==> src/common/core_pkg.sv <==
package core_pkg;

    // Instruction layout is opcode [15:10], rd [9:5], rs_imm [4:0]
    localparam int instr_width    = 16;
    localparam int opcode_width   = 6;
    localparam int reg_addr_width = 5;

    // Field positions inside an instruction
    localparam int rs_imm_lsb     = 0;
    localparam int rd_lsb         = rs_imm_lsb + reg_addr_width;
    localparam int opcode_lsb     = rd_lsb + reg_addr_width;

    // Register file and network payload width
    localparam int data_width     = 32;

    // Barrier mask and value
    localparam int barrier_width  = 8;

    // Packet header fields
    localparam int net_id_width   = 10;
    localparam int net_addr_width = 10;

    // Reduced ISA
    // Codes outside this list execute as no-ops
    typedef enum logic [opcode_width-1:0] {
        ADDU  = 6'b000000,
        SUBU  = 6'b000001,
        AND   = 6'b000010,
        OR    = 6'b000011,
        MOV   = 6'b000100,
        BEQZ  = 6'b010000,
        BNEQZ = 6'b010001,
        JALR  = 6'b011000,
        BAR   = 6'b100000,
        DONE  = 6'b100001
    } opcode_e;

    // Core run state
    typedef enum logic [1:0] {
        IDLE = 2'b00,
        RUN  = 2'b01,
        ERR  = 2'b10
    } state_e;

    // Packet operations
    typedef enum logic [2:0] {
        NET_NULL  = 3'd0,
        NET_INSTR = 3'd1,
        NET_REG   = 3'd2,
        NET_PC    = 3'd3,
        NET_BAR   = 3'd4
    } net_op_e;

endpackage

==> src/hw/instr_mem.sv <==
`timescale 1ns/100ps

module instr_mem #(
    parameter int addr_width_p = 8
)
(
    input  logic                             clk,
    input  logic [addr_width_p-1:0]          addr_i,
    input  logic                             wen_i,
    input  logic [core_pkg::instr_width-1:0] instr_i,
    output logic [core_pkg::instr_width-1:0] instr_o
);

    logic [core_pkg::instr_width-1:0] mem [2**addr_width_p];

    // One port, read data arrives on the next clock
    always_ff @(posedge clk)
    begin
        if (wen_i)
            mem[addr_i] <= instr_i;
        instr_o <= mem[addr_i];
    end

endmodule

==> config.mk <==
export PLATFORM = sky130hd
export DESIGN_NAME = instr_mem
export DESIGN_NICKNAME = d
export VERILOG_FILES = /design/src/common/core_pkg.sv /design/src/hw/instr_mem.sv
export SDC_FILE = /design/constraint.sdc
export NUM_CORES = 2
export LEC_CHECK = 0
export BUFFER_PORTS_ARGS = -buffer_cell sky130_fd_sc_hd__buf_2
export CAP_MARGIN = 20
export CORE_ASPECT_RATIO = 0.75
export CORE_UTILIZATION = 65
export CTS_CLUSTER_DIAMETER = 120
export DETAILED_ROUTE_END_ITERATION = 12
export MAX_ROUTING_LAYER = met4
export PLACE_DENSITY = 0.81
export SKIP_CTS_REPAIR_TIMING = 1
export SLEW_MARGIN = 25
export SYNTH_ARGS = -nofsm -noshare
export SYNTH_HDL_FRONTEND = slang
export SYNTH_SLANG_ARGS = --single-unit
==> constraint.sdc <==
create_clock -name clk -period 5.45 [get_ports clk]
set_input_delay 0.545 -clock clk [delete_from_list [all_inputs] [get_ports clk]]
set_output_delay 0.545 -clock clk [all_outputs]
set_load 0.005 [all_outputs]
* Yosys cells after proc, flatten, opt, wreduce, memory -nomap -nowiden
Memories as Yosys holds them, arrays and structs flattened. A register that Yosys moved wholly into a read port is not among the register bits.
Index checks and enable logic that the tools add are counted.
** Storage, ports and cells
- Memories :: 1
- Word-level logic and storage cells :: 3
- Output and inout bits :: 16
- Memory bits (writable) :: 4096
- Input bits :: 26
- Register bits after elaboration :: 0
** Operators by class
- Mux-type cells :: 2
** Memory list
- mem :: words 256, width 16, rd ports 1, clocked after Yosys merged registers in 1, wr ports 1, line instr_mem.sv:14 : logic [core_pkg::instr_width-1:0] mem [2**addr_width_p];
** Operators with widths (count)
- two-way mux 1 bit :: 2

* Logic depth before layout (Yosys ltp)
- Depth in word-level cells :: 2
- Gate-level depth with buffers :: 10
- Mapped depth without buffers :: 5

* Worst setup path before layout
Ideal clock, no wire load.
- Path type :: input to register
- From :: input addr_i[0]
- To :: memory mem[145][0] (netlist bit) (enable)
- Path buffers :: 5
- Library setup time :: 0.409 ns
- Slack :: 2.207 ns
- Data required time :: 5.041 ns
- Cell stages on the path :: 7
- Data arrival time :: 2.834 ns
- Path through :: clkbuf_1 buf_6 clkbuf_1 buf_2 nand2b_1 clkbuf_1 nor3_1
** RTL lines
- from (decl) :: line instr_mem.sv:8 : input logic [addr_width_p-1:0] addr_i,
- to (decl) :: line instr_mem.sv:14
No word-level cell before the write port.

==> qor.csv <==
stage;metric;value;unit
run_status;status;finished, final reports clean;
routing;1st-pass router iterations;9;
sta;RSZ-0062 raised after global routing;no;
finish;layout cells sized above 1;28.8;%
sta;Worst Setup Slack, final;1.49;ns
placement;Setup Slack @ Placement;0.820;ns
clock_network;CTS tree;yes;
sta;skew final;0.0520;ns
sta;Hold Vio Cnt, Final;0;
finish;final net count;7229;
finish;commonest non-fill, non-tap cell in the layout;edfxtp_1;
synth;leading area contributor after synthesis;edfxtp_1;
global_route;vias in the first global route;81500;
min_path;HP Class;input pin to flop;
placement;HPWL Detailed;234000;um
clock_network;CTS clk-pin slew, worst paths;0.06;ns
power;leakage;54.1;nW
finish;area grow syn2layout;12.5;%
critical_path;worst-path maximum fanout;80;
floorplanning;Rows;155;
critical_path;max incr delay on CP;1.04;ns
floorplanning;die span in x;567;um
finish;Core Util, Final;73.5;%
synth;Synth cell types;22;
global_route;first-pass GRT wire length;629000;um
global_route;grt total ovfl;0;
sta;Slew Viols, Final;0;
synth;Synth Net Count;6753;
critical_path;Critical Path RT;6.19;ns
synth;post-synthesis instance total;6727;
synth;synthesized flop and latch total;4112;
routing;drt drc;0;
critical_path;Critical Path Slowest Stage Cell;o41ai_2;
clock_network;clk_lat worst skew;0.94;ns
sta;Peak Freq;253;MHz
sta;Max-slew headroom;7.94;%
clock_network;number of H-tree levels;5;
floorplanning;Die ar.;241000;um^2
placement;Port-buffer cells;41;
routing;Vias per Instance;7.75;
clock_network;Sink Count;4112;
critical_path;Setup CP Type;input pin to flop;
critical_path;delay-heaviest family, CP;buffers and inverters;
critical_path;crit-path cells;buf_12 -> buf_4 -> buf_4 -> mux4_2 -> a22oi_1 -> a21oi_1 -> o41ai_2 -> nand4_1;
critical_path;Critical path buffers and inverters;3;
routing;total wire length;458000;um
synth;synthesized area per cell;23.1;um^2
floorplanning;Core Area;238000;um^2
routing;ANT nets after route;0;
critical_path;Crit path top cell by count;buf_4;
power;Pwr Density;370;nW/um^2
global_route;gr usage total;38.9;%
floorplanning;initial core utilization;65.4;%
sta;fin crit share;72.6;%
routing;WL/cell;42.8;um
critical_path;CP endpoint kind;flop;
synth;Synthesis Warnings;0;
sta;min Tclk post-route;3.96;ns
sta;Slew @ Worst Pin;1.38;ns
synth;area share of the largest cell type after synthesis;79.1;%
synth;Syn Std Cell Area;155000;um^2
power;total power;64.7;mW
finish;commonest cells after routing, fill and taps aside;4,096 x edfxtp_1, 1,024 x mux4_2, 512 x a22oi_1;
placement;dpl cell area;163000;um^2
power;Worst IR Drop VDD;0.435;mV
global_route;initial antenna violation count;42;
synth;sequential share of the synthesized area;79.4;%
clock_network;Clock Path Buffers;4;
sta;Post-Route Setup TNS;0;ns
sta;setup violators final;0;
finish;cell area after layout;175000;um^2
global_route;largest net degree at the start of global routing;201;
critical_path;Startpoint Class;input pin;
floorplanning;Die Span Y;425;um
routing;via count;82800;
job;max capacitance violation total;0;
synth;Synth area leaders;edfxtp_1 79%, mux4_2 15%, a22oi_1 2.5%;
clock_network;CTS root buf;clkbuf_16;
finish;fill count;11800;
floorplanning;I/O pins;42;
clock_network;TritonCTS Buffers;366;
routing;DRT iter0 DRCs;16800;
placement;RePlAce Congestion;0.891;
critical_path;Crit path arrival time;4.70;ns
## per-layer routing
layer | part of all wire (%) | vias up | GRT usage [%] | routed length, um
met5 | 0 | - | - | 0
met4 | 6.1 | 0 | 17.2 | 27900
met3 | 17 | 1762 | 11.3 | 76600
met2 | 46 | 9266 | 57.1 | 210000
met1 | 31 | 41800 | 51.5 | 143000
li1 | - | 30000 | - | -
## cell usage after synthesis
library cell,number
nor2_1,232
nand2b_1,6
or2_2,2
buf_4,16
nand3_1,13
a22oi_1,512
edfxtp_1,4096
nand4_1,16
inv_1,1
dfxtp_1,16
nor3_1,30
a21oi_1,256
buf_2,76
o41ai_1,64
nand2_1,28
clkbuf_1,249
or3_1,1
mux4_2,1024
buf_1,54
buf_6,25
nor2b_1,7
and2_1,3
## registers in the layout, summed over array words and instances, names as in the netlist
signal,flops
mem,4096
instr_o,16
## cell type report
| class | count | area, um^2 | share of cell area, % |
|---|---|---|---|
| Antenna cell | 58 | 145 | 0.0830 |
| Clock buffer | 450 | 9800 | 5.61 |
| Clock inverter | 209 | 2150 | 1.23 |
| Inverter | 1 | 3.75 | 0.00215 |
| Multi-Input combinational cell | 2194 | 30600 | 17.5 |
| Sequential cell | 4112 | 123000 | 70.6 |
| Tap cell | 3140 | 3930 | 2.25 |
| Timing Repair Buffer | 528 | 4790 | 2.74 |
## power by group
part / switching (mW) / internal, mW
clock network: 11.8 / 14.8
logic: 2.16 / 1.03
registers: 0.0690 / 34.8
## cells by family after synthesis
group           Yosys count  share of synthesized area, %
simple gates            338                         0.907
flops                  4112                          79.4
buf+inv                 421                          1.24
compound gates          832                          3.66
mux                    1024                          14.8
## per-stage QoR
step,hold WS [ns],cells
after floorplan,0.644,6727
after global placement,0.973,9963
after detailed placement,0.992,9972
after CTS,0.0453,10600
after global routing,0.0654,10700
final,0.0724,10700
## worst paths after layout
| check | start | slack [ns] | cells past startpoint | to |
|---|---|---|---|---|
| min | instr_i[14] | 0.07 | 1 | mem[223][14] |
| min reg2reg | mem[98][12] | 1.06 | 5 | instr_o[12] |
| max | addr_i[0] | 1.49 | 8 | instr_o[4] |
| max reg2reg | mem[235][4] | 2.13 | 5 | instr_o[4] |
(Power assumes the default switching activity.)
