**src/common/core_pkg.sv**
```systemverilog
package core_pkg;

    // Instruction layout is opcode [15:10], rd [9:5], rs_imm [4:0]
    localparam int instr_width    = 16;
    localparam int opcode_width   = 6;
    localparam int reg_addr_width = 5;

    // Field positions inside an instruction
    localparam int rs_imm_lsb     = 0;
    localparam int rd_lsb         = rs_imm_lsb + reg_addr_width;
    localparam int opcode_lsb     = rd_lsb + reg_addr_width;

    // Register file and network payload width
    localparam int data_width     = 32;

    // Barrier mask and value
    localparam int barrier_width  = 8;

    // Packet header fields
    localparam int net_id_width   = 10;
    localparam int net_addr_width = 10;

    // Reduced ISA
    // Codes outside this list execute as no-ops
    typedef enum logic [opcode_width-1:0] {
        ADDU  = 6'b000000,
        SUBU  = 6'b000001,
        AND   = 6'b000010,
        OR    = 6'b000011,
        MOV   = 6'b000100,
        BEQZ  = 6'b010000,
        BNEQZ = 6'b010001,
        JALR  = 6'b011000,
        BAR   = 6'b100000,
        DONE  = 6'b100001
    } opcode_e;

    // Core run state
    typedef enum logic [1:0] {
        IDLE = 2'b00,
        RUN  = 2'b01,
        ERR  = 2'b10
    } state_e;

    // Packet operations
    typedef enum logic [2:0] {
        NET_NULL  = 3'd0,
        NET_INSTR = 3'd1,
        NET_REG   = 3'd2,
        NET_PC    = 3'd3,
        NET_BAR   = 3'd4
    } net_op_e;

endpackage

```
**src/hw/alu.sv**
```systemverilog
`timescale 1ns/100ps

module alu
(
    input  core_pkg::opcode_e               op_i,
    input  logic [core_pkg::data_width-1:0] rd_val_i,
    input  logic [core_pkg::data_width-1:0] rs_val_i,
    output logic [core_pkg::data_width-1:0] result_o,
    output logic                            taken_o
);

    always_comb
    begin
        result_o = '0;
        taken_o  = 1'b0;
        case (op_i)
            // Two operand ops, rd is also the first source
            core_pkg::ADDU:
                result_o = rd_val_i + rs_val_i;
            core_pkg::SUBU:
                result_o = rd_val_i - rs_val_i;
            core_pkg::AND:
                result_o = rd_val_i & rs_val_i;
            core_pkg::OR:
                result_o = rd_val_i | rs_val_i;
            // rs passes straight through
            core_pkg::MOV, core_pkg::BAR, core_pkg::JALR:
                result_o = rs_val_i;
            // Branch conditions test rd
            core_pkg::BEQZ:
                taken_o = (rd_val_i == '0);
            core_pkg::BNEQZ:
                taken_o = (rd_val_i != '0);
            default:
                result_o = '0;
        endcase
    end

endmodule

```
**config.mk**
```make
export PLATFORM = sky130hd
export DESIGN_NAME = alu
export DESIGN_NICKNAME = d
export VERILOG_FILES = /design/src/common/core_pkg.sv /design/src/hw/alu.sv
export SDC_FILE = /design/constraint.sdc
export NUM_CORES = 1
export LEC_CHECK = 0
export ABC_CLOCK_PERIOD_IN_PS = 6200
export BUFFER_PORTS_ARGS = -buffer_cell sky130_fd_sc_hd__buf_2
export CORE_ASPECT_RATIO = 0.7
export CORE_MARGIN = 5
export CORE_UTILIZATION = 45
export DETAILED_ROUTE_END_ITERATION = 10
export GPL_TIMING_DRIVEN = 0
export PLACE_DENSITY_LB_ADDON = 0.15
export SLEW_MARGIN = 40
export SYNTH_ARGS = -nofsm -noshare
export SYNTH_HDL_FRONTEND = slang
export SYNTH_SLANG_ARGS = --single-unit
```
**constraint.sdc**
```tcl
create_clock -name vclk -period 6.2
set_input_delay 0.62 -clock vclk [all_inputs]
set_output_delay 0.62 -clock vclk [all_outputs]
set_load 0.01 [all_outputs]
```
After elaboration in Yosys (flattened, before gate mapping)

Index checks and enable logic that the tools add are counted.

Output and inout bits: 33
Word-level logic and storage cells: 18
Bits in registers: 0
Input port bits: 70

Mux-type cells: 2
Bitwise operators: 2
Add/subtract/negate cells: 2
Reductions and logical operators: 4
Eq/ne operators: 8

Operator list:

| cell               | number |
|---|---|
| $pmux 32 s5        | 1 |
| $add 32x32->32     | 1 |
| $and 32x32->32     | 1 |
| $logic_not 32->1   | 1 |
| $or 32x32->32      | 1 |
| $reduce_bool 32->1 | 1 |
| $sub 32x32->32     | 1 |
| $eq 6x5->1 const B | 3 |
| $eq 6x2->1 const B | 2 |
| $eq 6x1->1 const B | 1 |
| $eq 6x3->1 const B | 1 |
| $eq 6x6->1 const B | 1 |
| $logic_not 6->1    | 1 |
| $reduce_or 3->1    | 1 |
| $pmux 1 s2         | 1 |

Longest topological paths before layout

Depth in word-level cells: 3
Gate-level depth with buffers: 19
Mapped depth without buffers: 18

Least setup slack after synthesis

OpenSTA, ideal clock, no wires.

Path type: input -> output
Start: input op_i[5]
End: output result_o[25] (netlist bit)
Data arrival time: 4450 ps
Path buffers: 2
Stages: 18
Setup slack: 1130 ps
Required time: 5580 ps
Path through: nor4_1 nor2b_1 buf_2 nand2_1 clkbuf_1 o21ai_0 inv_1 ha_1 nor2b_1 o21a_1 o21ai_0 and2_1 o21ai_1 a31oi_1 o21ai_0 a311oi_1 xor2_1 o21ai_0

Cells in the longest elaborated chain, start to end: 3
Elaborated cells on any way between the ends: 9
Those cells by class: eq/ne (6); mux (1); reduce/logical (2)

Ends and longest elaborated chain:

| element                            | line      | text |
|---|---|---|
| start, declared                    | alu.sv:5  | `input core_pkg::opcode_e op_i,` |
| $eq 6x3->1 (tied with other cells) | alu.sv:16 | `case (op_i)` |
| $reduce_or 3->1                    | alu.sv:16 |  |
| $pmux 32 s5 *                      | alu.sv:16 |  |
| end, declared                      | alu.sv:8  | `output logic [core_pkg::data_width-1:0] result_o,` |

Mark *: on every way between the ends. The rest lies on a longest branch, timed or not.

Worst setup path in the final report

Start: input op_i[5]
End: output result_o[26] (netlist bit)

The elaborated chain is that of the path after synthesis.

==> flow_metrics.py <==
metrics = {
    "synth": {
        "yosys_warnings": 0,
        "ys_seq_area_share_pct": 0,
        "syn_inst": 454,
        "ys_top_cells_by_area": "ha_1, maj3_1, xor2_1",
        "syn_area_per_cell_um2": 7.033,
        "synth_top_area_share_pct": 13.32,
        "yosysTopAreaCell": "ha_1",
        "synth_fp_nets": 559,
        "ys_types": 59,
        "syn-cell-area_um2": 3193,
    },
    "final_layout": {
        "clkbuf_count": 0,
        "finalNetCount": 661,
        "seq_cell_count": 0,
        "utilization_pct": 56.28,
        "final_cells": 648,
        "syn_to_final_growth_pct": 20.18,
        "diodes": 0,
        "fill_cells": 734,
        "register_area_um2": 0,
        "drive_gt1_share_pct": 21.66,
        "multi_input_area_um2": 3080,
    },
    "sta": {
        "fmax_ghz": 0.1689,
        "hold_violations": 0,
        "slew_violations": 0,
        "worst_pin_slew_ns": 0.7093,
        "final.min_clock_period_ns": 5.920,
        "timing.slew.headroom_pct": 52.72,
        "rsz0062_at_grt": "no",
        "finalCritPeriodShare_pct": 95.49,
        "finalSetupViolCount": 0,
    },
    "grt": {
        "grt_pass1_vias": 3712,
        "grt_first_pass_wirelength_mm": 18.73,
        "gr-total-overflow": 0,
        "grt_max_degree": 11,
        "track_usage_pct": 25.01,
        "antenna_found_initial": 0,
    },
    "routing": {
        "ant_nets": 0,
        "viasPerCell": 6.085,
        "drc": 0,
        "firstDrtPassIters": 5,
        "vias": 3943,
        "wl_mm": 11.71,
        "drt_iter0_markers": 389,
        "wl_per_cell_um": 18.06,
    },
    "pwr": {
        "ir_worst_vdd_mv": 0.04619,
        "p_leak_nw": 1.732,
        "cellPowerDensity_nw_per_um2": 83.51,
    },
    "worst_setup_path": {
        "start_kind": "primary input",
        "crit_path_max_fanout": 10,
        "path_class": "primary input to output port",
        "critPathCaptureType": "output port",
        "worstPathRequired_ns": 5.58,
        "crit_arrival_ns": 5.30,
    },
    "run_status": {
        "status": "complete, no violations",
    },
    "die": {
        "dieArea_um2": 8907,
        "ioPinCount": 103,
        "rows": 25,
        "die_h_um": 80.48,
        "die_w_um": 110.7,
        "start_util_pct": 46.83,
        "coreArea_um2": 6819,
    },
    "place": {
        "dp_cells": 648,
        "hpwl_mm": 9.581,
        "portBuffers": 100,
        "finalWeightedCongestion": 0.9942,
    },
    "min_path": {
        "holdCritPathClass": "primary input to output port",
    },
    "flow_run": {
        "drv_cap": 0,
    },
}
-- timing repair --
action | 4_1_cts | 5_1_grt
resized for setup | 1 | 5
hold buffers | 0 | 0
setup endpoints to repair | 2 | 10
buffers inserted | 0 | 0
-- critical path, stage by stage --
cell,delay [ns]
buf_2,0.13
nor4_4,0.43
nor2b_1,0.19
buf_2,0.23
nand2_1,0.33
clkbuf_1,0.36
nand2_1,0.13
o21ai_1,0.10
fa_1,0.45
nor2b_1,0.18
o31a_1,0.23
o2111ai_1,0.19
a21oi_2,0.32
a21oi_2,0.12
o21ai_2,0.35
a22o_1,0.23
nor2_2,0.05
nor4b_1,0.27
a311o_1,0.20
buf_2,0.14
-- stage by stage --
step	cell area [um2]	worst slack, ns	setup TNS, ns	hold WS [ns]	total power, mW
3_3_place_gp	3811	-0.2040	-0.6515	1.525	0.3045
5_1_grt	3837	0.01486	0	1.603	0.3530
3_5_place_dp	3817	-0.02401	-0.02401	1.539	0.3105
6_report	3837	0.2798	0	1.562	0.3205
2_1_floorplan	3193	1.130	0	1.293	0.2128
4_1_cts	3826	0.09946	0	1.562	0.3132
-- final cells by class --
cell class / instances / area share, %
plain buffers: 21 / 2.250
well taps: 94 / 3.065
inverters: 14 / 1.369
multi-input cells: 419 / 80.27
repair buffers: 100 / 13.04
-- metal layers --
metal	vias up	GRT usage, %	part of all wire (%)
met5	-	0	0
met3	17	3.539	8.5
li1	1931	-	-
met4	0	4.551	1.5
met1	1824	36.37	48
met2	171	39.29	42
-- path summary, 6_finish.rpt --
| kind | from | to | depth (start not counted) |
|---|---|---|---|
| worst max-delay path | op_i[5] | result_o[26] | 20 |
| worst min-delay path | op_i[3] | taken_o | 3 |
-- cell usage in the layout, fill, tap and decap left out, types with 8 or more instances in the layout --
cell / instances
buf_2: 106
a21oi_1: 31
nor4_1: 11
maj3_1: 30
nor3_1: 13
o21ai_0: 41
nor2_1: 23
inv_1: 14
nand3_1: 8
nand2b_1: 11
xor2_1: 32
a21o_1: 15
xnor2_1: 26
clkbuf_1: 12
a22oi_1: 23
nand2_1: 27
ha_1: 34
nor2b_1: 8
-- cells in the mapped netlist (2+ instances only) --
cell type,instances
o41ai_1,3
o21a_1,3
a31oi_1,8
inv_1,14
a21oi_2,2
nand4_1,4
o31ai_1,7
a221o_1,4
buf_1,3
a22o_1,4
a21oi_1,32
a22oi_1,23
nand3_1,8
and3_1,3
nand2b_1,11
or4_1,2
ha_1,34
nor2_1,23
o211ai_1,2
a21o_1,15
nand2_1,27
nor3_1,13
nor2b_1,8
maj3_1,30
a222oi_1,3
and2_1,6
nor4_1,12
clkbuf_1,12
xnor2_1,26
nor3_2,2
o21ai_0,43
or3_1,4
xor2_1,32
buf_2,6
-- kinds of logic (layout without fill, tap and decap cells) --
kind of cell	Yosys count	count (layout)	share of synthesized area [%]
fa+ha+maj	65	65	23.35
mux	2	2	0.6661
buf+inv	35	135	4.349
compound gates	165	165	34.13
xor+xnor	58	58	15.91
simple gates	129	129	21.59
-- power by group --
group          switching, mW  internal (mW)  total [mW]
combinational          0.184          0.136       0.320
clock                      0              0           0
sequential                 0              0           0
total                  0.184          0.136       0.320
(Power assumes the default switching activity.)
