### config.mk
export PLATFORM = sky130hd
export DESIGN_NAME = core_control
export DESIGN_NICKNAME = d
export VERILOG_FILES = /design/src/common/core_pkg.sv /design/src/hw/core_control.sv
export SDC_FILE = /design/constraint.sdc
export NUM_CORES = 1
export LEC_CHECK = 0
export ABC_AREA = 1
export BUFFER_PORTS_ARGS = -buffer_cell sky130_fd_sc_hd__buf_2
export CELL_PAD_IN_SITES_DETAIL_PLACEMENT = 0
export CELL_PAD_IN_SITES_GLOBAL_PLACEMENT = 2
export CORE_MARGIN = 3
export CORE_UTILIZATION = 22
export CTS_BUF_LIST = sky130_fd_sc_hd__clkbuf_8
export CTS_CLUSTER_DIAMETER = 120
export DETAILED_ROUTE_END_ITERATION = 7
export HOLD_SLACK_MARGIN = 0.03
export PLACE_DENSITY_LB_ADDON = 0.1
export SYNTH_ARGS = -nofsm -noshare
export SYNTH_HDL_FRONTEND = slang
export SYNTH_SLANG_ARGS = --single-unit
### constraint.sdc
create_clock -name clk -period 2.4 [get_ports clk]
set_input_delay 0.36 -clock clk [delete_from_list [all_inputs] [get_ports clk]]
set_output_delay 0.36 -clock clk [all_outputs]
set_load 0.005 [all_outputs]
### src/common/core_pkg.sv
package core_pkg;

    // Instruction layout is opcode [15:10], rd [9:5], rs_imm [4:0]
    localparam int instr_width    = 16;
    localparam int opcode_width   = 6;
    localparam int reg_addr_width = 5;

    // Field positions inside an instruction
    localparam int rs_imm_lsb     = 0;
    localparam int rd_lsb         = rs_imm_lsb + reg_addr_width;
    localparam int opcode_lsb     = rd_lsb + reg_addr_width;

    // Register file and network payload width
    localparam int data_width     = 32;

    // Barrier mask and value
    localparam int barrier_width  = 8;

    // Packet header fields
    localparam int net_id_width   = 10;
    localparam int net_addr_width = 10;

    // Reduced ISA
    // Codes outside this list execute as no-ops
    typedef enum logic [opcode_width-1:0] {
        ADDU  = 6'b000000,
        SUBU  = 6'b000001,
        AND   = 6'b000010,
        OR    = 6'b000011,
        MOV   = 6'b000100,
        BEQZ  = 6'b010000,
        BNEQZ = 6'b010001,
        JALR  = 6'b011000,
        BAR   = 6'b100000,
        DONE  = 6'b100001
    } opcode_e;

    // Core run state
    typedef enum logic [1:0] {
        IDLE = 2'b00,
        RUN  = 2'b01,
        ERR  = 2'b10
    } state_e;

    // Packet operations
    typedef enum logic [2:0] {
        NET_NULL  = 3'd0,
        NET_INSTR = 3'd1,
        NET_REG   = 3'd2,
        NET_PC    = 3'd3,
        NET_BAR   = 3'd4
    } net_op_e;

endpackage

### src/hw/core_control.sv
`timescale 1ns/100ps

module core_control #(
    parameter int imem_addr_width_p = 8
)
(
    input  logic                                clk,
    input  logic                                n_reset,
    // Instruction in execute, taken from the memory output register
    input  logic [core_pkg::instr_width-1:0]    instr_i,
    input  logic                                taken_i,
    input  logic [core_pkg::data_width-1:0]     rs_val_i,
    // Network commands, already matched against the core ID
    input  logic                                net_pc_write_i,
    input  logic [core_pkg::net_addr_width-1:0] net_addr_i,
    input  logic                                net_instr_write_i,
    input  logic                                net_reg_write_i,
    output logic [imem_addr_width_p-1:0]        fetch_addr_o,
    output logic                                rf_wen_o,
    output logic                                rf_wdata_sel_jalr_o,
    output logic [core_pkg::data_width-1:0]     pc_plus1_o,
    output logic                                bar_commit_o,
    output logic                                exception_o,
    output logic [imem_addr_width_p-1:0]        pc_o,
    output core_pkg::state_e                    state_o
);

    // Fetch PC, i.e. the next address to read
    logic [imem_addr_width_p-1:0]        pc_r;
    logic [imem_addr_width_p-1:0]        pc_n;
    // Address and valid bit of the instruction now in execute
    logic [imem_addr_width_p-1:0]        exec_pc_r;
    logic [imem_addr_width_p-1:0]        exec_pc_n;
    logic                                exec_valid_r;
    logic                                exec_valid_n;
    core_pkg::state_e                    state_r;
    core_pkg::state_e                    state_n;
    logic                                exception_r;

    // Decode
    core_pkg::opcode_e                   opcode;
    logic [core_pkg::reg_addr_width-1:0] rs_imm;
    logic [imem_addr_width_p-1:0]        branch_target;
    logic                                op_writes_rf;
    logic                                op_is_branch;
    logic                                op_is_jalr;
    logic                                op_is_bar;
    logic                                op_is_done;

    logic                                exec_stall;
    logic                                exec_fire;
    logic                                redirect;

    assign opcode = core_pkg::opcode_e'(instr_i[core_pkg::opcode_lsb +: core_pkg::opcode_width]);
    assign rs_imm = instr_i[core_pkg::rs_imm_lsb +: core_pkg::reg_addr_width];

    always_comb
    begin
        op_writes_rf = 1'b0;
        op_is_branch = 1'b0;
        op_is_jalr   = 1'b0;
        op_is_bar    = 1'b0;
        op_is_done   = 1'b0;
        case (opcode)
            core_pkg::ADDU, core_pkg::SUBU, core_pkg::AND, core_pkg::OR, core_pkg::MOV:
                op_writes_rf = 1'b1;
            core_pkg::BEQZ, core_pkg::BNEQZ:
                op_is_branch = 1'b1;
            core_pkg::JALR:
            begin
                // Writes the link and jumps
                op_writes_rf = 1'b1;
                op_is_jalr   = 1'b1;
            end
            core_pkg::BAR:
                op_is_bar = 1'b1;
            core_pkg::DONE:
                op_is_done = 1'b1;
            default:
                op_writes_rf = 1'b0;
        endcase
    end

    // Network register write collides with an instruction write back
    assign exec_stall = net_reg_write_i && exec_valid_r && op_writes_rf;
    assign exec_fire  = exec_valid_r && !exec_stall;
    assign redirect   = exec_fire && (op_is_jalr || (op_is_branch && taken_i));

    // Branch offset is relative to the branch's own address
    assign branch_target = exec_pc_r
        + {{(imem_addr_width_p - core_pkg::reg_addr_width){rs_imm[core_pkg::reg_addr_width-1]}},
           rs_imm};

    always_comb
    begin
        state_n      = state_r;
        pc_n         = pc_r;
        exec_pc_n    = exec_pc_r;
        exec_valid_n = 1'b0;
        fetch_addr_o = pc_r;
        case (state_r)
            core_pkg::IDLE:
            begin
                // Start packet, first fetch happens in RUN
                if (net_pc_write_i)
                begin
                    pc_n    = net_addr_i[imem_addr_width_p-1:0];
                    state_n = core_pkg::RUN;
                end
            end
            core_pkg::RUN:
            begin
                if (net_pc_write_i)
                    state_n = core_pkg::ERR;
                else if (exec_stall)
                begin
                    // Read the held instruction again so it sits in execute next cycle
                    fetch_addr_o = exec_pc_r;
                    exec_valid_n = 1'b1;
                end
                else if (redirect)
                    // The slot fetched this cycle is dropped
                    pc_n = op_is_jalr ? rs_val_i[imem_addr_width_p-1:0] : branch_target;
                else if (exec_fire && op_is_done)
                    state_n = core_pkg::IDLE;
                else if (!net_instr_write_i)
                begin
                    pc_n         = pc_r + 1'b1;
                    exec_pc_n    = pc_r;
                    exec_valid_n = 1'b1;
                end
                // Memory port busy with a network write, fetch waits
            end
            default:
                // Only reset leaves ERR
                state_n = core_pkg::ERR;
        endcase
    end

    assign rf_wen_o            = exec_fire && op_writes_rf;
    assign rf_wdata_sel_jalr_o = op_is_jalr;
    assign pc_plus1_o          = {{(core_pkg::data_width - imem_addr_width_p){1'b0}}, exec_pc_r}
                                 + 1'b1;
    assign bar_commit_o        = exec_fire && op_is_bar;

    always_ff @(posedge clk)
    begin
        if (!n_reset)
        begin
            state_r      <= core_pkg::IDLE;
            pc_r         <= '0;
            exec_valid_r <= 1'b0;
            exception_r  <= 1'b0;
        end
        else
        begin
            state_r      <= state_n;
            pc_r         <= pc_n;
            exec_valid_r <= exec_valid_n;
            // Sticky, start packet while busy or halted
            if (net_pc_write_i && (state_r != core_pkg::IDLE))
                exception_r <= 1'b1;
        end
    end

    always_ff @(posedge clk)
    begin
        exec_pc_r <= exec_pc_n;
    end

    assign exception_o = exception_r;
    assign pc_o        = pc_r;
    assign state_o     = state_r;

endmodule

# ---- Word-level counts from Yosys, hierarchy flattened
# Cells that the tools add are included.
dict set report op_classes {
  eq_ne 18
  n_bitwise 7
  mux 26
  reduce_logical 21
  n_addsub 3
}
# op count
set op_table {}
lappend op_table {{$mux W8} 10}
lappend op_table {{$eq A6 B5 Y1 const B} 3}
lappend op_table {{$pmux W8 S2} 1}
lappend op_table {{$ne A3 B3 Y1 const B} 5}
lappend op_table {{$eq A6 B2 Y1 const B} 2}
lappend op_table {{$eq A6 B6 Y1 const B} 2}
lappend op_table {{$reduce_and A6 Y1} 2}
lappend op_table {{$mux W2} 5}
lappend op_table {{$add A8 B1 Y9 const B} 1}
lappend op_table {{$logic_and A1 B1 Y1} 9}
lappend op_table {{$mux W1} 9}
lappend op_table {{$add A8 B1 Y8 const B} 1}
lappend op_table {{$add A8 B8 Y8} 1}
lappend op_table {{$not A1 Y1} 7}
lappend op_table {{$eq A6 B1 Y1 const B} 1}
lappend op_table {{$eq A6 B3 Y1 const B} 1}
lappend op_table {{$logic_not A6 Y1} 1}
lappend op_table {{$ne A2 B2 Y1 const B} 3}
lappend op_table {{$reduce_or A6 Y1} 1}
lappend op_table {{$pmux W2 S2} 1}
lappend op_table {{$reduce_and A4 Y1} 1}
lappend op_table {{$reduce_bool A2 Y1} 2}
lappend op_table {{$reduce_or A3 Y1} 1}
lappend op_table {{$eq A2 B1 Y1 const B} 1}
lappend op_table {{other kinds (4)} 4}
dict set report word_totals {
  wordCells 80
  regBits 20
  output_inout_bits 54
  in_bits 64
}

# ---- Longest topological paths before layout
dict set report depth {
  ltp_word 12
  depth_mapped 14
  depth_no_buf 14
}

# ---- Worst setup path after synthesis
# No wires, ideal clock.
dict set report synth_timing {
  path_type {input to register}
  from {input port instr_i[14] in the netlist's numbering}
  to {register exec_pc_r[0], enable pin}
  setup_time_ns 0.383
  slack_ns 0.333
  arrival_time_ns 1.684
  required_time_ns 2.017
  n_path_buf 1
  path_stages 10
  path_cell_list {inv_1 nand2_1 nor2_1 nand2_1 nand2_1 nand2_4 nand3_4 buf_6 nand3_1 nor3_1}
}
dict set report synth_via {
  elab_chain_cells 9
  word_cells_on_any_way 26
  cone_classes {eq/ne: 8; mux: 4; bitwise: 3; reduce/logical: 11}
}
# element line
set synth_lines {}
lappend synth_lines {{from (decl)} core_control.sv:10} ;# input logic [core_pkg::instr_width-1:0] instr_i,
lappend synth_lines {{$eq A6 B5 Y1, or another cell as far along} core_control.sv:64} ;# case (opcode)
lappend synth_lines {{$reduce_or A6 Y1 (no source line)} n/a}
lappend synth_lines {{$mux W1} core_control.sv:64}
lappend synth_lines {{$logic_and A1 B1 Y1} core_control.sv:85} ;# assign exec_stall = net_reg_write_i && exec_valid_r && op_writes_rf;
lappend synth_lines {{$logic_not A1 Y1} core_control.sv:86} ;# assign exec_fire = exec_valid_r && !exec_stall;
lappend synth_lines {{$logic_and A1 B1 Y1} core_control.sv:86}
lappend synth_lines {{$logic_and A1 B1 Y1 (on tied branches)} {core_control.sv:124, core_control.sv:87}}
lappend synth_lines {{$not A1 Y1 (no source line)} n/a}
lappend synth_lines {{$reduce_and A6 Y1 (no source line) (*)} n/a}
lappend synth_lines {{to (signal assigned)} core_control.sv:168} ;# exec_pc_r <= exec_pc_n;
lappend synth_lines {{to (decl)} core_control.sv:32} ;# logic [imem_addr_width_p-1:0] exec_pc_r;
# Every way passes the cells marked *; elsewhere a longest branch is shown, timed or not.
# A chain may end at the register's enable or synchronous reset.

# ---- Worst setup path after layout
dict set report layout_timing {
  from {register exec_valid_r}
  to {output port fetch_addr_o[4]}
}
dict set report layout_via {
  elab_chain_cells 5
}
# element line
set layout_lines {}
lappend layout_lines {{from (decl)} core_control.sv:34} ;# logic exec_valid_r;
lappend layout_lines {{from (signal assigned)} core_control.sv:159} ;# exec_valid_r <= exec_valid_n;
lappend layout_lines {{$logic_and A1 B1 Y1 (2 in series)} core_control.sv:85}
lappend layout_lines {{$mux W8} core_control.sv:115} ;# else if (exec_stall)
lappend layout_lines {{$mux W8} core_control.sv:113} ;# if (net_pc_write_i)
lappend layout_lines {{$mux W8} core_control.sv:101} ;# case (state_r)
lappend layout_lines {{to (decl)} core_control.sv:18} ;# output logic [imem_addr_width_p-1:0] fetch_addr_o,
# Every way passes these cells.

==> summary.md <==
| Metric | Value |
|---|---|
| Die width | 102 um |
| Final Max Slew Viols | 0 |
| Final min period | ~2.2 ns |
| Largest net degree at the start of global routing | 17 |
| Initial antenna violation count | 0 |
| Placed Area | 0.00237 mm2 |
| Antenna diodes | 0 |
| Share of the synthesized area in the top cell type | a little over an eighth |
| Initial DRC Count | 50 |
| Setup bufs post-CTS | 0 |
| Dpl cells | 471 |
| Fillcell total | around 1000 |
| Nets@finish | 442 |
| Via count | a little under 2000 |
| GRT Util Overall | a little under an eighth |
| Die Y-Extent | between 100 and 150 um |
| Worst-path fanout max | 16 |
| Sequential element share of the synthesized area | between 20% and 30% |
| Clk pin slew, worst setup/hold paths | about 0.08 ns |
| Clock Sinks | 20 |
| Worst-path cell chain | nand2_1 -> inv_1 -> nand2_4 -> inv_1 -> nand2_1 -> o21ai_0 -> buf_2 |
| DR vias/cell | roughly 4.1 |
| RSZ-0062 raised after global routing | false |
| Cell depth of the worst setup path | 7 |
| Setup TNS | 0 ns |
| Status | finished clean |
| Hold WS | about 0.36 ns |
| Routed length per instance | 12.5 um |
| Vias in the first global route | approximately 1800 |
| Setup Skew | roughly 0.0015 ns |
| Post-synth top area cell | nand2_1 |
| Fin. Hold Viols | 0 |
| Row count | 34 |
| Reg2reg end | pc_o[6]$_SDFFE_PN0P_ |
| Clk Latency, worst-skew pair | ~0.26 ns |
| Yosys reg bits | 20 |
| Overall power | about 0.96 mW |
| DR DRC count | 0 |
| Core area | 0.00881 mm2 |
| First-pass GRT wire length | 9300 um |
| Avg Cell Area, Syn | between 6 and 7 um2 |
| Crit path capture | fetch_addr_o[4] |
| Finish-stage setup viols | 0 |
| Req. time, crit path | ~2.0 ns |
| Cell Pwr Density | between 300 and 400 mW/mm2 |
| CTS tree | done |
| Worst min-delay path class | in -> reg |
| IO buf count | between 60 and 70 |
| Critical path endpoint category | output pin |
| Worst IR Drop VDD | 153 uV |
| Area taken by multi-input logic gates | around 0.0012 mm2 |
| Number of nets with antenna violations after routing | 0 |
| Crit share post-route | 91.2% |
| Routed WL | a little under 6000 um |
| Critical Path Slowest Stage Cell | dfxtp_1 |
| Max cap viols | 0 |
| DR pass1 iterations | 4 |
| Worst Path Buf+Inv | 3 |
| Layout cells sized above 1 | roughly 25% |
| Max incr delay on CP | around 0.46 ns |
| Clock Tree Buf Depth | 2 |
| Area Growth Syn to Fin | 20.0% |
| I/O pins | approximately 120 |
| Dpl ws | about 0.18 ns |
| Slack of the critical path | ~0.21 ns |
| Critical Path AT | 1.83 ns |
| GP Congestion | slightly below 0.8 |
| Post-synthesis cell type count | 33 |
| Gate Count Post-Synth | 300 |
| Top delay family on crit path | flip-flops |
| Die area | ~0.010 mm2 |
| Launching point of the worst reg2reg path | exec_pc_r[0]$_DFFE_PP_ |
| Root buf cell | clkbuf_8 |
| WS Path Type | reg -> out |
| Starting density of the core | 22.8% |
| Synth area leaders | nand2_1 14%, dfxtp_1 12%, edfxtp_1 12% |
| H-tree depth | 1 |
| CTS Hold Bufs | 0 |
| Worst r2r path cells | 14 |
| Register area | slightly below 500 um2 |
| Ys Warns | 0 |
| Grt ovf | 0 |
| Fin area | 0.00241 mm2 |
| CTS buffer count | 3 |
| Crit. Startpoint | exec_valid_r$_SDFF_PP0_ |
| Post-DP HPWL | between 5000 and 6000 um |
| Finished Core Util | between 20% and 30% |
| Leakage | ~1.3 nW |
| Fmax achieved | about 460 MHz |
| Syn Std Cell Area | between 0.002 and 0.0025 mm2 |
| Non-filler cells, final | around 480 |
| CP startpoint kind | flip-flop |
| Gates resized, CTS repair | 0 |
| Worst R2R Setup Slack | ~0.46 ns |
report_power, final:
group	internal, mW	switching, mW
registers	0.380	0.0359
logic	0.129	0.175
clock network	0.114	0.121
total	0.624	0.332
worst register-to-register path, stage by stage (launching register included):
cell and delay, ns:
edfxtp_1 0.39, ha_1 0.19, inv_1 0.06, fa_1 0.40
inv_1 0.09, nand3_1 0.08, nand3_1 0.10, nand2_1 0.06
nand2_1 0.05, nor2_1 0.04, nor2_1 0.14, nor2_1 0.05
nor2_1 0.11, nor2_1 0.05, nor2_1 0.07
synth_stat cells, drive strengths merged:
| master | n |
|---|---|
| inv | 37 |
| conb | 1 |
| clkinv | 2 |
| edfxtp | 8 |
| a21oi | 19 |
| o21ai | 15 |
| ha | 9 |
| xor2 | 14 |
| nor2 | 36 |
| o21a | 1 |
| a211oi | 1 |
| buf | 29 |
| or2 | 4 |
| dfxtp | 12 |
| o211ai | 2 |
| nand2 | 76 |
| nand3b | 3 |
| nand4 | 6 |
| nand3 | 17 |
| a31oi | 2 |
| nor3 | 5 |
| fa | 1 |
layout make-up:
cell class / instances / area share (%)
inverters: 39 / 6.11
repair buffers: 70 / 15.2
multi-input cells: 234 / 51.3
clock inverters: 1 / 0.155
well taps: 108 / 5.60
clock buffers: 3 / 1.71
flip-flops and latches: 20 / 19.9
registers in the layout (all words and copies together) (netlist names):
name          count
exec_pc_r         8
pc_o              8
exception_o       1
state_o           2
exec_valid_r      1
layout by cell type, fill, tap and decap left out, types with 5 or more instances in the layout:
cell type,Yosys,layout
buf_2,2,63
nand4_1,6,6
nand2_1,73,73
conb_1,1,23
o21ai_0,15,15
ha_1,9,9
nor2_1,32,32
nand3_1,13,13
inv_1,35,36
edfxtp_1,8,8
buf_4,23,7
a21oi_1,18,18
dfxtp_1,12,12
xor2_1,14,14
nor3_1,5,5
routing by layer:
metal  part of all wire (%)  up-vias  GRT usage, %  wire, um
li1                       -     1053             -         -
met1                     50      856          16.2      2970
met2                     46       41          18.8      2750
met3                    3.2        5          1.10       188
met4                   0.91        0          2.76        54
met5                      0        -             0         0
worst min-delay path by stage:
stage	start	to	slack, ns	depth (start not counted)
finish	net_addr_i[0]	pc_o[0]$_SDFFE_PN0P_	0.36	3
global route	net_addr_i[0]	pc_o[0]$_SDFFE_PN0P_	0.36	3
CTS	net_addr_i[0]	pc_o[0]$_SDFFE_PN0P_	0.36	3
detailed placement	exception_o$_SDFFE_PN0P_	exception_o$_SDFFE_PN0P_	0.44	2
global placement	exception_o$_SDFFE_PN0P_	exception_o$_SDFFE_PN0P_	0.44	2
floorplan	exception_o$_SDFFE_PN0P_	exception_o$_SDFFE_PN0P_	0.45	2
cell families (layout without fill, tap and decap cells):
kind of cell | after synthesis | after routing | synth area share (%)
AOI/OAI and AO/OA | 40 | 40 | 10.8
DFF | 20 | 20 | 23.9
xor gates and xnor gates | 14 | 14 | 6.09
buffers and inverters | 68 | 113 | 18.7
adders and majority gates | 10 | 10 | 6.59
and+or+nand+nor | 147 | 147 | 33.8
other | 1 | 23 | 0.186
Note: power is estimated with default switching activity, not from simulation.
