==> config.mk <==
export PLATFORM = sky130hd
export DESIGN_NAME = barrier_unit
export DESIGN_NICKNAME = d
export VERILOG_FILES = /design/src/common/core_pkg.sv /design/src/hw/barrier_unit.sv
export SDC_FILE = /design/constraint.sdc
export NUM_CORES = 1
export LEC_CHECK = 0
export BUFFER_PORTS_ARGS = -buffer_cell sky130_fd_sc_hd__buf_2
export CORE_ASPECT_RATIO = 0.9
export CORE_UTILIZATION = 33
export CTS_BUF_LIST = sky130_fd_sc_hd__clkbuf_4 sky130_fd_sc_hd__clkbuf_8 sky130_fd_sc_hd__clkbuf_16
export CTS_CLUSTER_DIAMETER = 100
export DETAILED_ROUTE_END_ITERATION = 7
export HOLD_SLACK_MARGIN = 0.06
export PLACE_DENSITY = 0.8
export SLEW_MARGIN = 10
export SYNTH_ARGS = -nofsm -noshare
export SYNTH_HDL_FRONTEND = slang
export SYNTH_SLANG_ARGS = --single-unit
==> constraint.sdc <==
create_clock -name clk -period 1.7 [get_ports clk]
set_input_delay 0.51 -clock clk [delete_from_list [all_inputs] [get_ports clk]]
set_output_delay 0.51 -clock clk [all_outputs]
set_load 0.02 [all_outputs]
==> src/common/core_pkg.sv <==
package core_pkg;

    // Instruction layout is opcode [15:10], rd [9:5], rs_imm [4:0]
    localparam int instr_width    = 16;
    localparam int opcode_width   = 6;
    localparam int reg_addr_width = 5;

    // Field positions inside an instruction
    localparam int rs_imm_lsb     = 0;
    localparam int rd_lsb         = rs_imm_lsb + reg_addr_width;
    localparam int opcode_lsb     = rd_lsb + reg_addr_width;

    // Register file and network payload width
    localparam int data_width     = 32;

    // Barrier mask and value
    localparam int barrier_width  = 8;

    // Packet header fields
    localparam int net_id_width   = 10;
    localparam int net_addr_width = 10;

    // Reduced ISA
    // Codes outside this list execute as no-ops
    typedef enum logic [opcode_width-1:0] {
        ADDU  = 6'b000000,
        SUBU  = 6'b000001,
        AND   = 6'b000010,
        OR    = 6'b000011,
        MOV   = 6'b000100,
        BEQZ  = 6'b010000,
        BNEQZ = 6'b010001,
        JALR  = 6'b011000,
        BAR   = 6'b100000,
        DONE  = 6'b100001
    } opcode_e;

    // Core run state
    typedef enum logic [1:0] {
        IDLE = 2'b00,
        RUN  = 2'b01,
        ERR  = 2'b10
    } state_e;

    // Packet operations
    typedef enum logic [2:0] {
        NET_NULL  = 3'd0,
        NET_INSTR = 3'd1,
        NET_REG   = 3'd2,
        NET_PC    = 3'd3,
        NET_BAR   = 3'd4
    } net_op_e;

endpackage

==> src/hw/barrier_unit.sv <==
`timescale 1ns/100ps

module barrier_unit
(
    input  logic                               clk,
    input  logic                               n_reset,
    input  core_pkg::state_e                   state_i,
    input  logic                               net_bar_write_i,
    input  logic                               net_pc_write_i,
    input  logic [core_pkg::data_width-1:0]    net_data_i,
    input  logic                               bar_commit_i,
    input  logic [core_pkg::data_width-1:0]    bar_val_i,
    output logic [core_pkg::barrier_width-1:0] barrier_o
);

    // A 1 in the mask lets the value bit through
    logic [core_pkg::barrier_width-1:0] mask_r;
    logic [core_pkg::barrier_width-1:0] value_r;

    always_ff @(posedge clk)
    begin
        if (!n_reset)
        begin
            mask_r  <= '0;
            value_r <= '0;
        end
        else
        begin
            // Mask is frozen once the core has faulted
            if (net_bar_write_i && (state_i != core_pkg::ERR))
                mask_r <= net_data_i[core_pkg::barrier_width-1:0];
            // Start packet seeds the value, BAR updates it while running
            if (net_pc_write_i && (state_i == core_pkg::IDLE))
                value_r <= net_data_i[core_pkg::barrier_width-1:0];
            else if (bar_commit_i)
                value_r <= bar_val_i[core_pkg::barrier_width-1:0];
        end
    end

    assign barrier_o = mask_r & value_r;

endmodule

# --- After elaboration in Yosys (flattened, before gate mapping) ---
# Index checks and enable logic that the tools add are counted.
totals:
  register_bits: 16
  input_bits: 71
  out_inout_bits: 8
op_classes:
  bitwise: 1
  n_eq_ne: 1
  reduce_logical: 4
  muxes: 2
op_table:
  columns: ["op", "count"]
  rows:
  - ["$mux W8", 2]
  - ["$and A8 B8 Y8", 1]
  - ["$logic_and A1 B1 Y1", 2]
  - ["$logic_not A2 Y1", 1]
  - ["$ne A2 B2 Y1 const B", 1]
  - ["$reduce_bool A2 Y1", 1]

# --- Longest topological paths before layout ---
# Gate-level depths: netlist of run 1.
logic_depth:
  word_depth: 3
  mapped_depth: 5
  ltp_nobuf: 3

# --- Worst setup path after synthesis of run 1 ---
# Ideal clock, no wire load.
synth_path:
  path_type: "input to register"
  start: "input state_i[1]"
  end: "register value_r[5] (netlist name)"
  path_buffers: 2
  arrival_time_ns: 1.271
  setup_ns: 0.119
  cell_stages: 5
  path_slack_ns: 0.310
  required_ns: 1.581
  path_cell_list: "or3b_1 > buf_2 > buf_6 > o21ai_2 > a21oi_1"
synth_via:
  elab_chain_cells: 3
synth_lines:
  columns: ["element", "line_no", "rtl"]
  rows:
  - ["start: declaration", "barrier_unit.sv:7", "input core_pkg::state_e state_i,"]
  - ["$logic_not A2 Y1 *", "barrier_unit.sv:33", "if (net_pc_write_i && (state_i == core_pkg::IDLE))"]
  - ["$logic_and A1 B1 Y1 *", "barrier_unit.sv:33", null]
  - ["$mux W8 / $reduce_bool A2 Y1 (equally long branches)", null, null]
  - ["end signal: assignment", "barrier_unit.sv:34", "value_r <= net_data_i[core_pkg::barrier_width-1:0];"]
  - ["end signal: assignment", "barrier_unit.sv:36", "value_r <= bar_val_i[core_pkg::barrier_width-1:0];"]
  - ["end: declaration", "barrier_unit.sv:18", "logic [core_pkg::barrier_width-1:0] value_r;"]
# Mark *: on every way between the ends. The rest lies on a longest branch, timed or not.
# A chain may end at the register's enable or synchronous reset.

# --- Worst setup path after layout of run 1 ---
layout_path:
  start: "register mask_r[1] (netlist name)"
  end: "output barrier_o[1] (netlist name)"
layout_via:
  elab_chain_cells: 1
layout_lines:
  columns: ["element", "line_no", "rtl"]
  rows:
  - ["start: declaration", "barrier_unit.sv:17", "logic [core_pkg::barrier_width-1:0] mask_r;"]
  - ["start signal: assignment", "barrier_unit.sv:31", "mask_r <= net_data_i[core_pkg::barrier_width-1:0];"]
  - ["$and A8 B8 Y8", "barrier_unit.sv:40", "assign barrier_o = mask_r & value_r;"]
  - ["end: declaration", "barrier_unit.sv:13", "output logic [core_pkg::barrier_width-1:0] barrier_o"]
# No other way between the ends.

==> metrics.txt, run 1 <==
outcome=finished, final reports clean; worst slack at placement=-0.00545 ns; Initial Util=36.4%; initial antenna violation count=0; fin crit period=1.43 ns; Worst VDD drop=0.389 mV; clk buf depth=2; FF+latch area=between 300 and 400 um^2; Residual DRC=0; clk_lat worst skew=about 0.29 ns; nets@finish=about 180; CTS Hold Bufs=0; largest net degree at the start of global routing=25; Routed WL=approximately 1500 um; RSZ-0062 raised after global routing=false; # setup viols final=0; reg-to-reg slack, setup=approximately 1.0 ns; critical path arrival=0.92 ns; n_diodes=0; main area contributors after synthesis=dfxtp_1 (44%), mux2i_1 (22%), nand2_1 (8.2%); final setup margin=0.266 ns; Slew Limit Fails=0; worst r2r dst=value_r[7]; Pleak=0.457 nW; Peak Freq=between 600 and 700 MHz; Hold WS=about 0.46 ns; Post-Synth Adder-Cell Area=0%; Yosys warning count=0; Placer Congestion=0.657; via count=653; die width=approximately 52 um; die height=46.6 um; grt ovf=0; worst relative slew slack=64.4%; Pwr Total=0.777 mW; flops & latches, synth=16; multi-input logic area=374 um^2; pwr dens=841 nW/um^2; Mean Syn Cell Area=9.02 um^2; core box area=about 2000 um^2; post-synthesis cell type count=14; total nets after synthesis=between 150 and 200; Max FO, Critical Path=2; cells after synthesis=81; fraction of synthesized cell area in xor and xnor cells=0%; Fin. Hold Viols=0; post-CTS setup buffers=0; first-pass GRT wire length=approximately 2400 um; Compound-Gate Fraction of Synth Area=between 10% and 20%; CP endpoint=barrier_o[1]; DP HPWL=1110 um; Synth Cell Area=~730 um^2; area leader, netlist=dfxtp_1; CTS clk-pin slew, worst paths=roughly 0.090 ns; CTS tree=built; Max Cap Violations=0; setup_tns=0 ns; GR Util All Layers=around 14%; actual slew at the worst max-slew pin=0.534 ns; FF-to-FF path depth=2; reg2reg start=value_r[7]; # rows=15; Worst setup SP type=flop; Worst Hold Class=flop to flop; Final Util=46.0%; drt first pass iters=4; main combinational cell family by area after synthesis=multiplexers; Tcrit/Tclk final=84.3%; PostCTS Resize Cnt=0; CP endpoint kind=output pin; clock skew=0 ns; Critical Path RT=1.19 ns; proportion of layout cells with a drive suffix above 1=between 30 and 40%; htree depth=1; Num CTS Buffers=3; Die Area=2410 um^2; Crit Path Class=flop to output pin; CTS sink cnt=16; Post-Synth Simple-Gate Area=16.3%; Synth-to-Final Area Change=26.4%; Critical path origin=mask_r[1]; Root Buffer Master=clkbuf_4; multiplexer share of the synthesized area=between 20% and 30%; Layout fillers=around 210; top cell type's share of synthesized area=43.8%; routed len/inst=10.8 um; Port Buf Inserts=30; Seq/Total Area, Yosys=43.8%; vias in the first global route=629; initial detailed-routing violation count=5; antenna-violating nets left=0; DR vias/cell=4.84; I/O Pins=between 70 and 80
[worst min-delay path by stage]
stage | startpoint | end | slack (ns) | cells after the start
floorplan | mask_r[0] | mask_r[0] | 0.43 | 2
global placement | mask_r[7] | mask_r[7] | 0.44 | 2
detailed placement | mask_r[2] | mask_r[2] | 0.45 | 2
CTS | net_data_i[2] | mask_r[2] | 0.45 | 3
global route | net_data_i[3] | mask_r[3] | 0.48 | 3
finish | mask_r[7] | mask_r[7] | 0.46 | 2
[layout by cell type, fill, tap and decap left out]
| master | synthesis | layout |
|---|---|---|
| buf_2 | 2 | 30 |
| o21ai_0 | 5 | 5 |
| mux2i_1 | 16 | 16 |
| clkbuf_4 | 0 | 3 |
| dfxtp_1 | 16 | 16 |
| and2_1 | 8 | 8 |
| inv_1 | 1 | 1 |
| o21ai_2 | 2 | 2 |
| nand2_1 | 16 | 16 |
| a21boi_1 | 0 | 1 |
| clkbuf_8 | 0 | 1 |
| or3b_1 | 1 | 1 |
| a21oi_1 | 8 | 8 |
| o21ai_1 | 1 | 1 |
| buf_4 | 0 | 1 |
[per-layer routing]
layer	track usage, %	wire length [um]	up-vias
met4	4.86	17	0
met5	0	0	-
met1	13.8	569	291
met2	27.5	735	29
met3	4.95	140	3
li1	-	-	330
[cells in the mapped netlist]
| master | count |
|---|---|
| clkbuf_1 | 3 |
| o21ai_2 | 2 |
| buf_6 | 1 |
| a21oi_1 | 8 |
| mux2i_1 | 16 |
| o21ai_1 | 1 |
| dfxtp_1 | 16 |
| and2_1 | 8 |
| a21boi_0 | 1 |
| o21ai_0 | 5 |
| inv_1 | 1 |
| buf_2 | 2 |
| nand2_1 | 16 |
| or3b_1 | 1 |
[logic make-up after synthesis]
logic type,after synthesis
multiplexers,16
AND/OR/NAND/NOR,25
AO/OA/AOI/OAI,17
flip-flops,16
buffers and inverters,7
[stage by stage]
stage          cell area (um^2)  cells
6_report                    923    135
5_1_grt                     923    135
3_5_place_dp                887    131
3_3_place_gp                887    131
4_1_cts                     923    135
2_1_floorplan               731     81
[sequential cells by signal (all words and copies together), names as in the netlist]
signal	count
mask_r	8
value_r	8
[final cells by class]
class                      instances  area share [%]
clock buffer                       4            3.93
timing repair buffer              31            17.1
sequential                        16            34.7
tap                               25            3.39
inverter                           1           0.407
multi-input combinational         58            40.5
[worst max-delay path, cell delays in order, from the launching register on]
cell and delay (ns):
dfxtp_1 0.35, and2_1 0.13, buf_2 0.15
[where the power goes]
| group | switching [mW] | total [mW] | leakage [nW] | internal [mW] |
|---|---|---|---|---|
| clock network | 0.122 | 0.253 | 0.0210 | 0.131 |
| registers | 0.0108 | 0.412 | 0.132 | 0.401 |
| logic | 0.0573 | 0.112 | 0.304 | 0.0546 |
No activity file was read; power rests on OpenSTA's default activity.
==> run 2: changes to the inputs <==
--- a/config.mk
+++ b/config.mk
@@ -5,14 +5,15 @@
 export SDC_FILE = /design/constraint.sdc
 export NUM_CORES = 1
 export LEC_CHECK = 0
+export ABC_AREA = 1
 export BUFFER_PORTS_ARGS = -buffer_cell sky130_fd_sc_hd__buf_2
 export CORE_ASPECT_RATIO = 0.9
-export CORE_UTILIZATION = 33
+export CORE_UTILIZATION = 31
 export CTS_BUF_LIST = sky130_fd_sc_hd__clkbuf_4 sky130_fd_sc_hd__clkbuf_8 sky130_fd_sc_hd__clkbuf_16
 export CTS_CLUSTER_DIAMETER = 100
 export DETAILED_ROUTE_END_ITERATION = 7
 export HOLD_SLACK_MARGIN = 0.06
-export PLACE_DENSITY = 0.8
+export PLACE_DENSITY = 0.77
 export SLEW_MARGIN = 10
 export SYNTH_ARGS = -nofsm -noshare
 export SYNTH_HDL_FRONTEND = slang
==> constraint.sdc (replaced) <==
create_clock -name clk -period 1.3 [get_ports clk]
set_input_delay 0.39 -clock clk [delete_from_list [all_inputs] [get_ports clk]]
set_output_delay 0.39 -clock clk [all_outputs]
set_load 0.02 [all_outputs]
==> run 2 against run 1 <==
Net effect: non-clock buffer count rose by 2; routed wire length rose by 28%; die area is 15% higher; via count is 32% higher; register-to-register slack worse by 0.47 ns; critical path type unchanged; largest cell class unchanged; highest routed layer is now met3.
==> metrics.txt, run 2 <==
I/O Pins=79; drt first pass iters=4; setup_tns=0 ns; CP endpoint kind=output pin; flops & latches, synth=16; Hold WS=between 0.3 and 0.4 ns; multi-input logic area=375 um^2; Synth Flop Type=dfxtp_1; Max FO, Critical Path=2; Placer Congestion=roughly 0.8; Hold Path Depth=3; die width=55.2 um; hold path endpoint=mask_r[1]; Post-synth ARST share=0%; GR Util All Layers=14.2%; Routed WL=1870 um; Pleak=0.609 nW; area leader, netlist=dfxtp_1; Crit Path Class=flop to output pin; Port Buf Inserts=30; Post-synth EDFFs=0; actual slew at the worst max-slew pin=0.284 ns; via count=860; Die Area=about 2800 um^2; main area contributors after synthesis=dfxtp_1 (41%), nand2_1 (15%), nand3_1 (10%); most common cell after layout, fill and taps aside=nand2_1; biggest regs=mask_r x8, value_r x8; worst relative slew slack=roughly four fifths; top cells by count, synth=nand2_1 (32), inv_1 (20), dfxtp_1 (16), nand3_1 (16), nor2_1 (16); critical path arrival=0.86 ns; proportion of layout cells with a drive suffix above 1=~33%; Synth Cell Area=791 um^2; DP HPWL=1390 um; routed len/inst=10.2 um; FF+latch area=333 um^2; Peak Freq=799 MHz; outcome=finished, final reports clean; Seq/Total Area, Yosys=between 40% and 50%; Layout fillers=254; pwr dens=1020 nW/um^2; largest net degree at the start of global routing=17; Num CTS Buffers=3; fin crit period=roughly 1.3 ns; commonest cells after routing, fill and taps aside=nand2_1 (32), buf_2 (25), inv_1 (19); nets@finish=around 230; Mean Syn Cell Area=between 6 and 7 um^2; Worst Hold Class=input pin to flop; Slew Limit Fails=0; CTS tree=built; DR vias/cell=4.67; die height=49.9 um; worst r2r dst=value_r[3]; Root Buffer Master=clkbuf_4; # rows=16; # setup viols final=0; n_diodes=0; dpl cells=around 180; most common cell in the netlist=nand2_1; Max Cap Violations=0; RSZ-0062 raised after global routing=false; top cell type's share of synthesized area=40.5%; Residual DRC=0; CTS clk-pin slew, worst paths=around 0.1 ns; Worst setup SP type=flop; Critical Path RT=0.91 ns; vias in the first global route=a little under 800; post-synthesis cell type count=13; DP Area=approximately 970 um^2; grt ovf=0; first-pass GRT wire length=between 3000 and 4000 um; reg2reg start=value_r[3]; Fin. Hold Viols=0; initial detailed-routing violation count=17; initial antenna violation count=0; Initial Util=34.6%; Tcrit/Tclk final=just under 100%; FF-to-FF path depth=3; Worst VDD drop=about 0.5 mV; Final Util=45.7%; CTS sink cnt=16; core box area=2280 um^2; reg-to-reg slack, setup=0.57 ns; clock skew=0 ns; antenna-violating nets left=0; clk_lat worst skew=0.28 ns; Synth-to-Final Area Change=31.8%; htree depth=1; CTS Hold Bufs=0; clk buf depth=2; Post-Layout Cell Count=184; worst hold start=net_data_i[1]; cells after synthesis=123; Design Area, Final=around 1000 um^2; Yosys warning count=0; total nets after synthesis=about 190
## run 2: cell count changes after synthesis, sizes merged
cell,delta
clkbuf,-3
nor2,+17
inv,+19
or3b,-1
nand2,+19
a21boi,-1
mux2i,-16
and2,-8
nand3,+16
## run 2: per-layer routing
metal  share of wire (%)  track usage [%]  vias to the layer above
met3                 5.6             2.36                        0
met5                   0                0                        -
met2                  48             26.3                       25
met1                  46             16.8                      388
li1                    -                -                      447
met4                   0             4.17                        0
## run 2: area by class of cell
| class | instances | area share [%] |
|---|---|---|
| multi-input cells | 84 | 36.0 |
| flip-flops and latches | 16 | 31.9 |
| repair buffers | 33 | 18.1 |
| inverters | 20 | 7.20 |
| clock buffers | 4 | 3.48 |
| well taps | 27 | 3.24 |
## run 2: cells by family (layout without fill, tap and decap cells)
logic type             after synthesis  count (layout)  synth area share [%]
DFF                                 16              16                  40.5
buffers and inverters               23              57                  12.0
and+or+nand+nor                     68              68                  37.3
AOI/OAI and AO/OA                   16              16                  10.1
## run 2: timing repair
item                                    CTS  global route
gates resized for setup                   0            17
setup buffers                             0             1
endpoints found under the setup margin    0             8
## run 2: worst max-delay path by stage
stage / start / endpoint / slack [ns] / depth (start not counted)
3_5_place_dp: state_i[1] / value_r[7] / 0.06 / 6
5_1_grt: mask_r[3] / barrier_o[3] / 0.002 / 3
3_3_place_gp: state_i[1] / value_r[3] / 0.13 / 6
2_1_floorplan: bar_commit_i / value_r[0] / 0.25 / 4
6_report: value_r[3] / barrier_o[3] / 0.05 / 3
4_1_cts: value_r[2] / barrier_o[2] / 0.01 / 3
## run 2: power by group
group	switching, mW	leakage, nW	internal [mW]
Sequential	0.0179	0.136	0.531
Clock	0.156	0.0210	0.170
Combinational	0.109	0.453	0.0789
## run 2: worst max-delay path, cell delays in order, from the launching register on
cell and delay (ns):
dfxtp_2 0.34, nand2_1 0.06, inv_1 0.04, buf_4 0.14
## run 2: stage by stage
stage	setup slack, ns	power [mW]
after floorplan	0.248	0.663
after global placement	0.132	0.730
after detailed placement	0.0604	0.738
after CTS	0.0139	1.06
after global routing	0.00168	1.12
final	0.0492	1.06
==> run 3: changes to the inputs <==
--- a/config.mk
+++ b/config.mk
@@ -14,6 +14,8 @@
 export DETAILED_ROUTE_END_ITERATION = 7
 export HOLD_SLACK_MARGIN = 0.06
 export PLACE_DENSITY = 0.77
+export RECOVER_POWER = 100
+export SETUP_SLACK_MARGIN = 0.05
 export SLEW_MARGIN = 10
 export SYNTH_ARGS = -nofsm -noshare
 export SYNTH_HDL_FRONTEND = slang
==> run 3 against run 2 <==
Net effect: routed wire length rose by 4.0%; cell count rose by 2.7%; count of clock-buffer cells in the layout did not move; hold slack improved by 0.0040 ns; sequential share of layout area fell by 1.6 points; non-clock buffer count rose by 5; sequential power barely moved; sequential cell count did not move; combinational power rose by 9%; global-route usage did not move; setup slack improved by 0.023 ns; clock power barely moved; critical path type unchanged; critical endpoint unchanged; highest routed layer unchanged.
==> metrics.txt, run 3 (synthesis gave the netlist of run 2 again) <==
FF-to-FF path depth=3; critical path's slowest cell=dfxtp_2; die width=55.2 um; CTS clk-pin slew, worst paths=0.10 ns; Placer Congestion=0.811; CP endpoint=barrier_o[3]; Worst setup SP type=flop; Hold WS=~0.37 ns; clk buf depth=2; Pwr Total=between 1 and 1.5 mW; fin crit period=1.23 ns; Die Area=2760 um^2; RSZ-0062 raised after global routing=true; Critical path origin=value_r[3]; most common cell after layout, fill and taps aside=nand2_1; initial detailed-routing violation count=10; Max FO, Critical Path=2; biggest regs=mask_r x8, value_r x8; Slew Limit Fails=0; routed len/inst=a little over 10 um; first-pass GRT wire length=3190 um; Pleak=~0.62 nW; via count=~870; pwr dens=979 nW/um^2; Residual DRC=0; clk_lat worst skew=0.28 ns; clock skew=0 ns; Layout fillers=245; CP max stage delay=0.36 ns; Routed WL=about 2000 um; largest net degree at the start of global routing=17; Post-Layout Cell Count=~190; grt ovf=0; Worst Hold Class=input pin to flop; Num CTS Buffers=3; Peak Freq=approximately 800 MHz; critical path arrival=0.84 ns; worst relative slew slack=78.3%; CTS sink cnt=16; CTS Hold Bufs=0; final setup margin=~0.072 ns; Tcrit/Tclk final=94.5%; Initial Util=roughly 35%; drt first pass iters=4; reg2reg start=value_r[3]; Root Buffer Master=clkbuf_4; dpl cells=179; worst slack at placement=around 0.060 ns; Port Buf Inserts=30; setup_tns=0 ns; core box area=2280 um^2; commonest cells after routing, fill and taps aside=nand2_1 (30), buf_2 (20), inv_1 (17); initial antenna violation count=0; # setup viols final=0; Crit Path Class=flop to output pin; DP HPWL=roughly 1400 um; actual slew at the worst max-slew pin=0.325 ns; CTS tree=built; die height=49.9 um; CP endpoint kind=output pin; reg-to-reg slack, setup=roughly 0.54 ns; antenna-violating nets left=0; GR Util All Layers=14.2%; I/O Pins=79; Worst VDD drop=0.527 mV; DR vias/cell=roughly 4.6; proportion of layout cells with a drive suffix above 1=37.0%; Fin. Hold Viols=0; nets@finish=234; worst r2r dst=value_r[3]; vias in the first global route=774; Critical Path RT=0.91 ns; htree depth=1; Max Cap Violations=0; n_diodes=0; outcome=finished, final reports clean; Synth-to-Final Area Change=39.7%; # rows=16; CP cell instances=nand2_2, inv_2, buf_6
-- run 3: cell types whose count changed in the layout (fill, tap and decap cells not counted), moves of 2 or more --
cell	before	now
buf_2	25	20
buf_6	1	8
clkbuf_1	0	3
dfxtp_1	6	4
dfxtp_2	10	12
inv_1	19	17
inv_2	1	3
nand2_1	32	30
nand2_2	2	5
-- run 3: critical path: cells and delay by family, from the launching register on --
| family | cells | cell delay [ns] |
|---|---|---|
| buffers and inverters | 2 | 0.14 |
| and+or+nand+nor | 1 | 0.05 |
| DFF | 1 | 0.36 |
-- run 3: layout make-up --
| type | instances | area [um^2] | area share (%) |
|---|---|---|---|
| inverter | 20 | 75.1 | 6.80 |
| clock buffer | 4 | 36.3 | 3.28 |
| multi-input combinational | 84 | 370 | 33.5 |
| tap | 27 | 33.8 | 3.06 |
| timing repair buffer | 38 | 254 | 23.0 |
| sequential | 16 | 335 | 30.4 |
-- run 3: worst min path at each step --
stage,start,endpoint,depth (start not counted)
final,net_data_i[1],mask_r[1],3
after global routing,net_data_i[0],mask_r[0],3
after CTS,net_data_i[0],mask_r[0],3
after detailed placement,mask_r[2],mask_r[2],2
after global placement,mask_r[5],mask_r[5],2
after floorplan,mask_r[0],mask_r[0],2
-- run 3: timing repair --
| action | CTS | global route |
|---|---|---|
| setup endpoints to repair | 8 | 8 |
| pin swaps | 0 | 6 |
| setup buffers | 0 | 6 |
| cloned | 0 | 0 |
| gates resized for setup | 13 | 25 |
-- run 3: stage by stage --
stage                     utilization [%]  cell area (um^2)
after floorplan                         -               791
after global placement               42.5               970
after detailed placement             42.5               970
after CTS                            45.2              1030
after global routing                 48.4              1100
final                                48.4              1100
-- run 3: report_power, final --
group | switching [mW] | total (mW) | internal (mW)
clock | 0.155 | 0.325 | 0.170
sequential | 0.0190 | 0.551 | 0.532
combinational | 0.112 | 0.205 | 0.0934
total | 0.286 | 1.08 | 0.796
-- run 3: layer usage --
layer	track usage (%)	part of all wire [%]	vias up
li1	-	-	456
met1	16.9	46	391
met2	26.1	49	25
met3	2.36	5.2	0
met4	4.17	0	0
met5	0	0	-
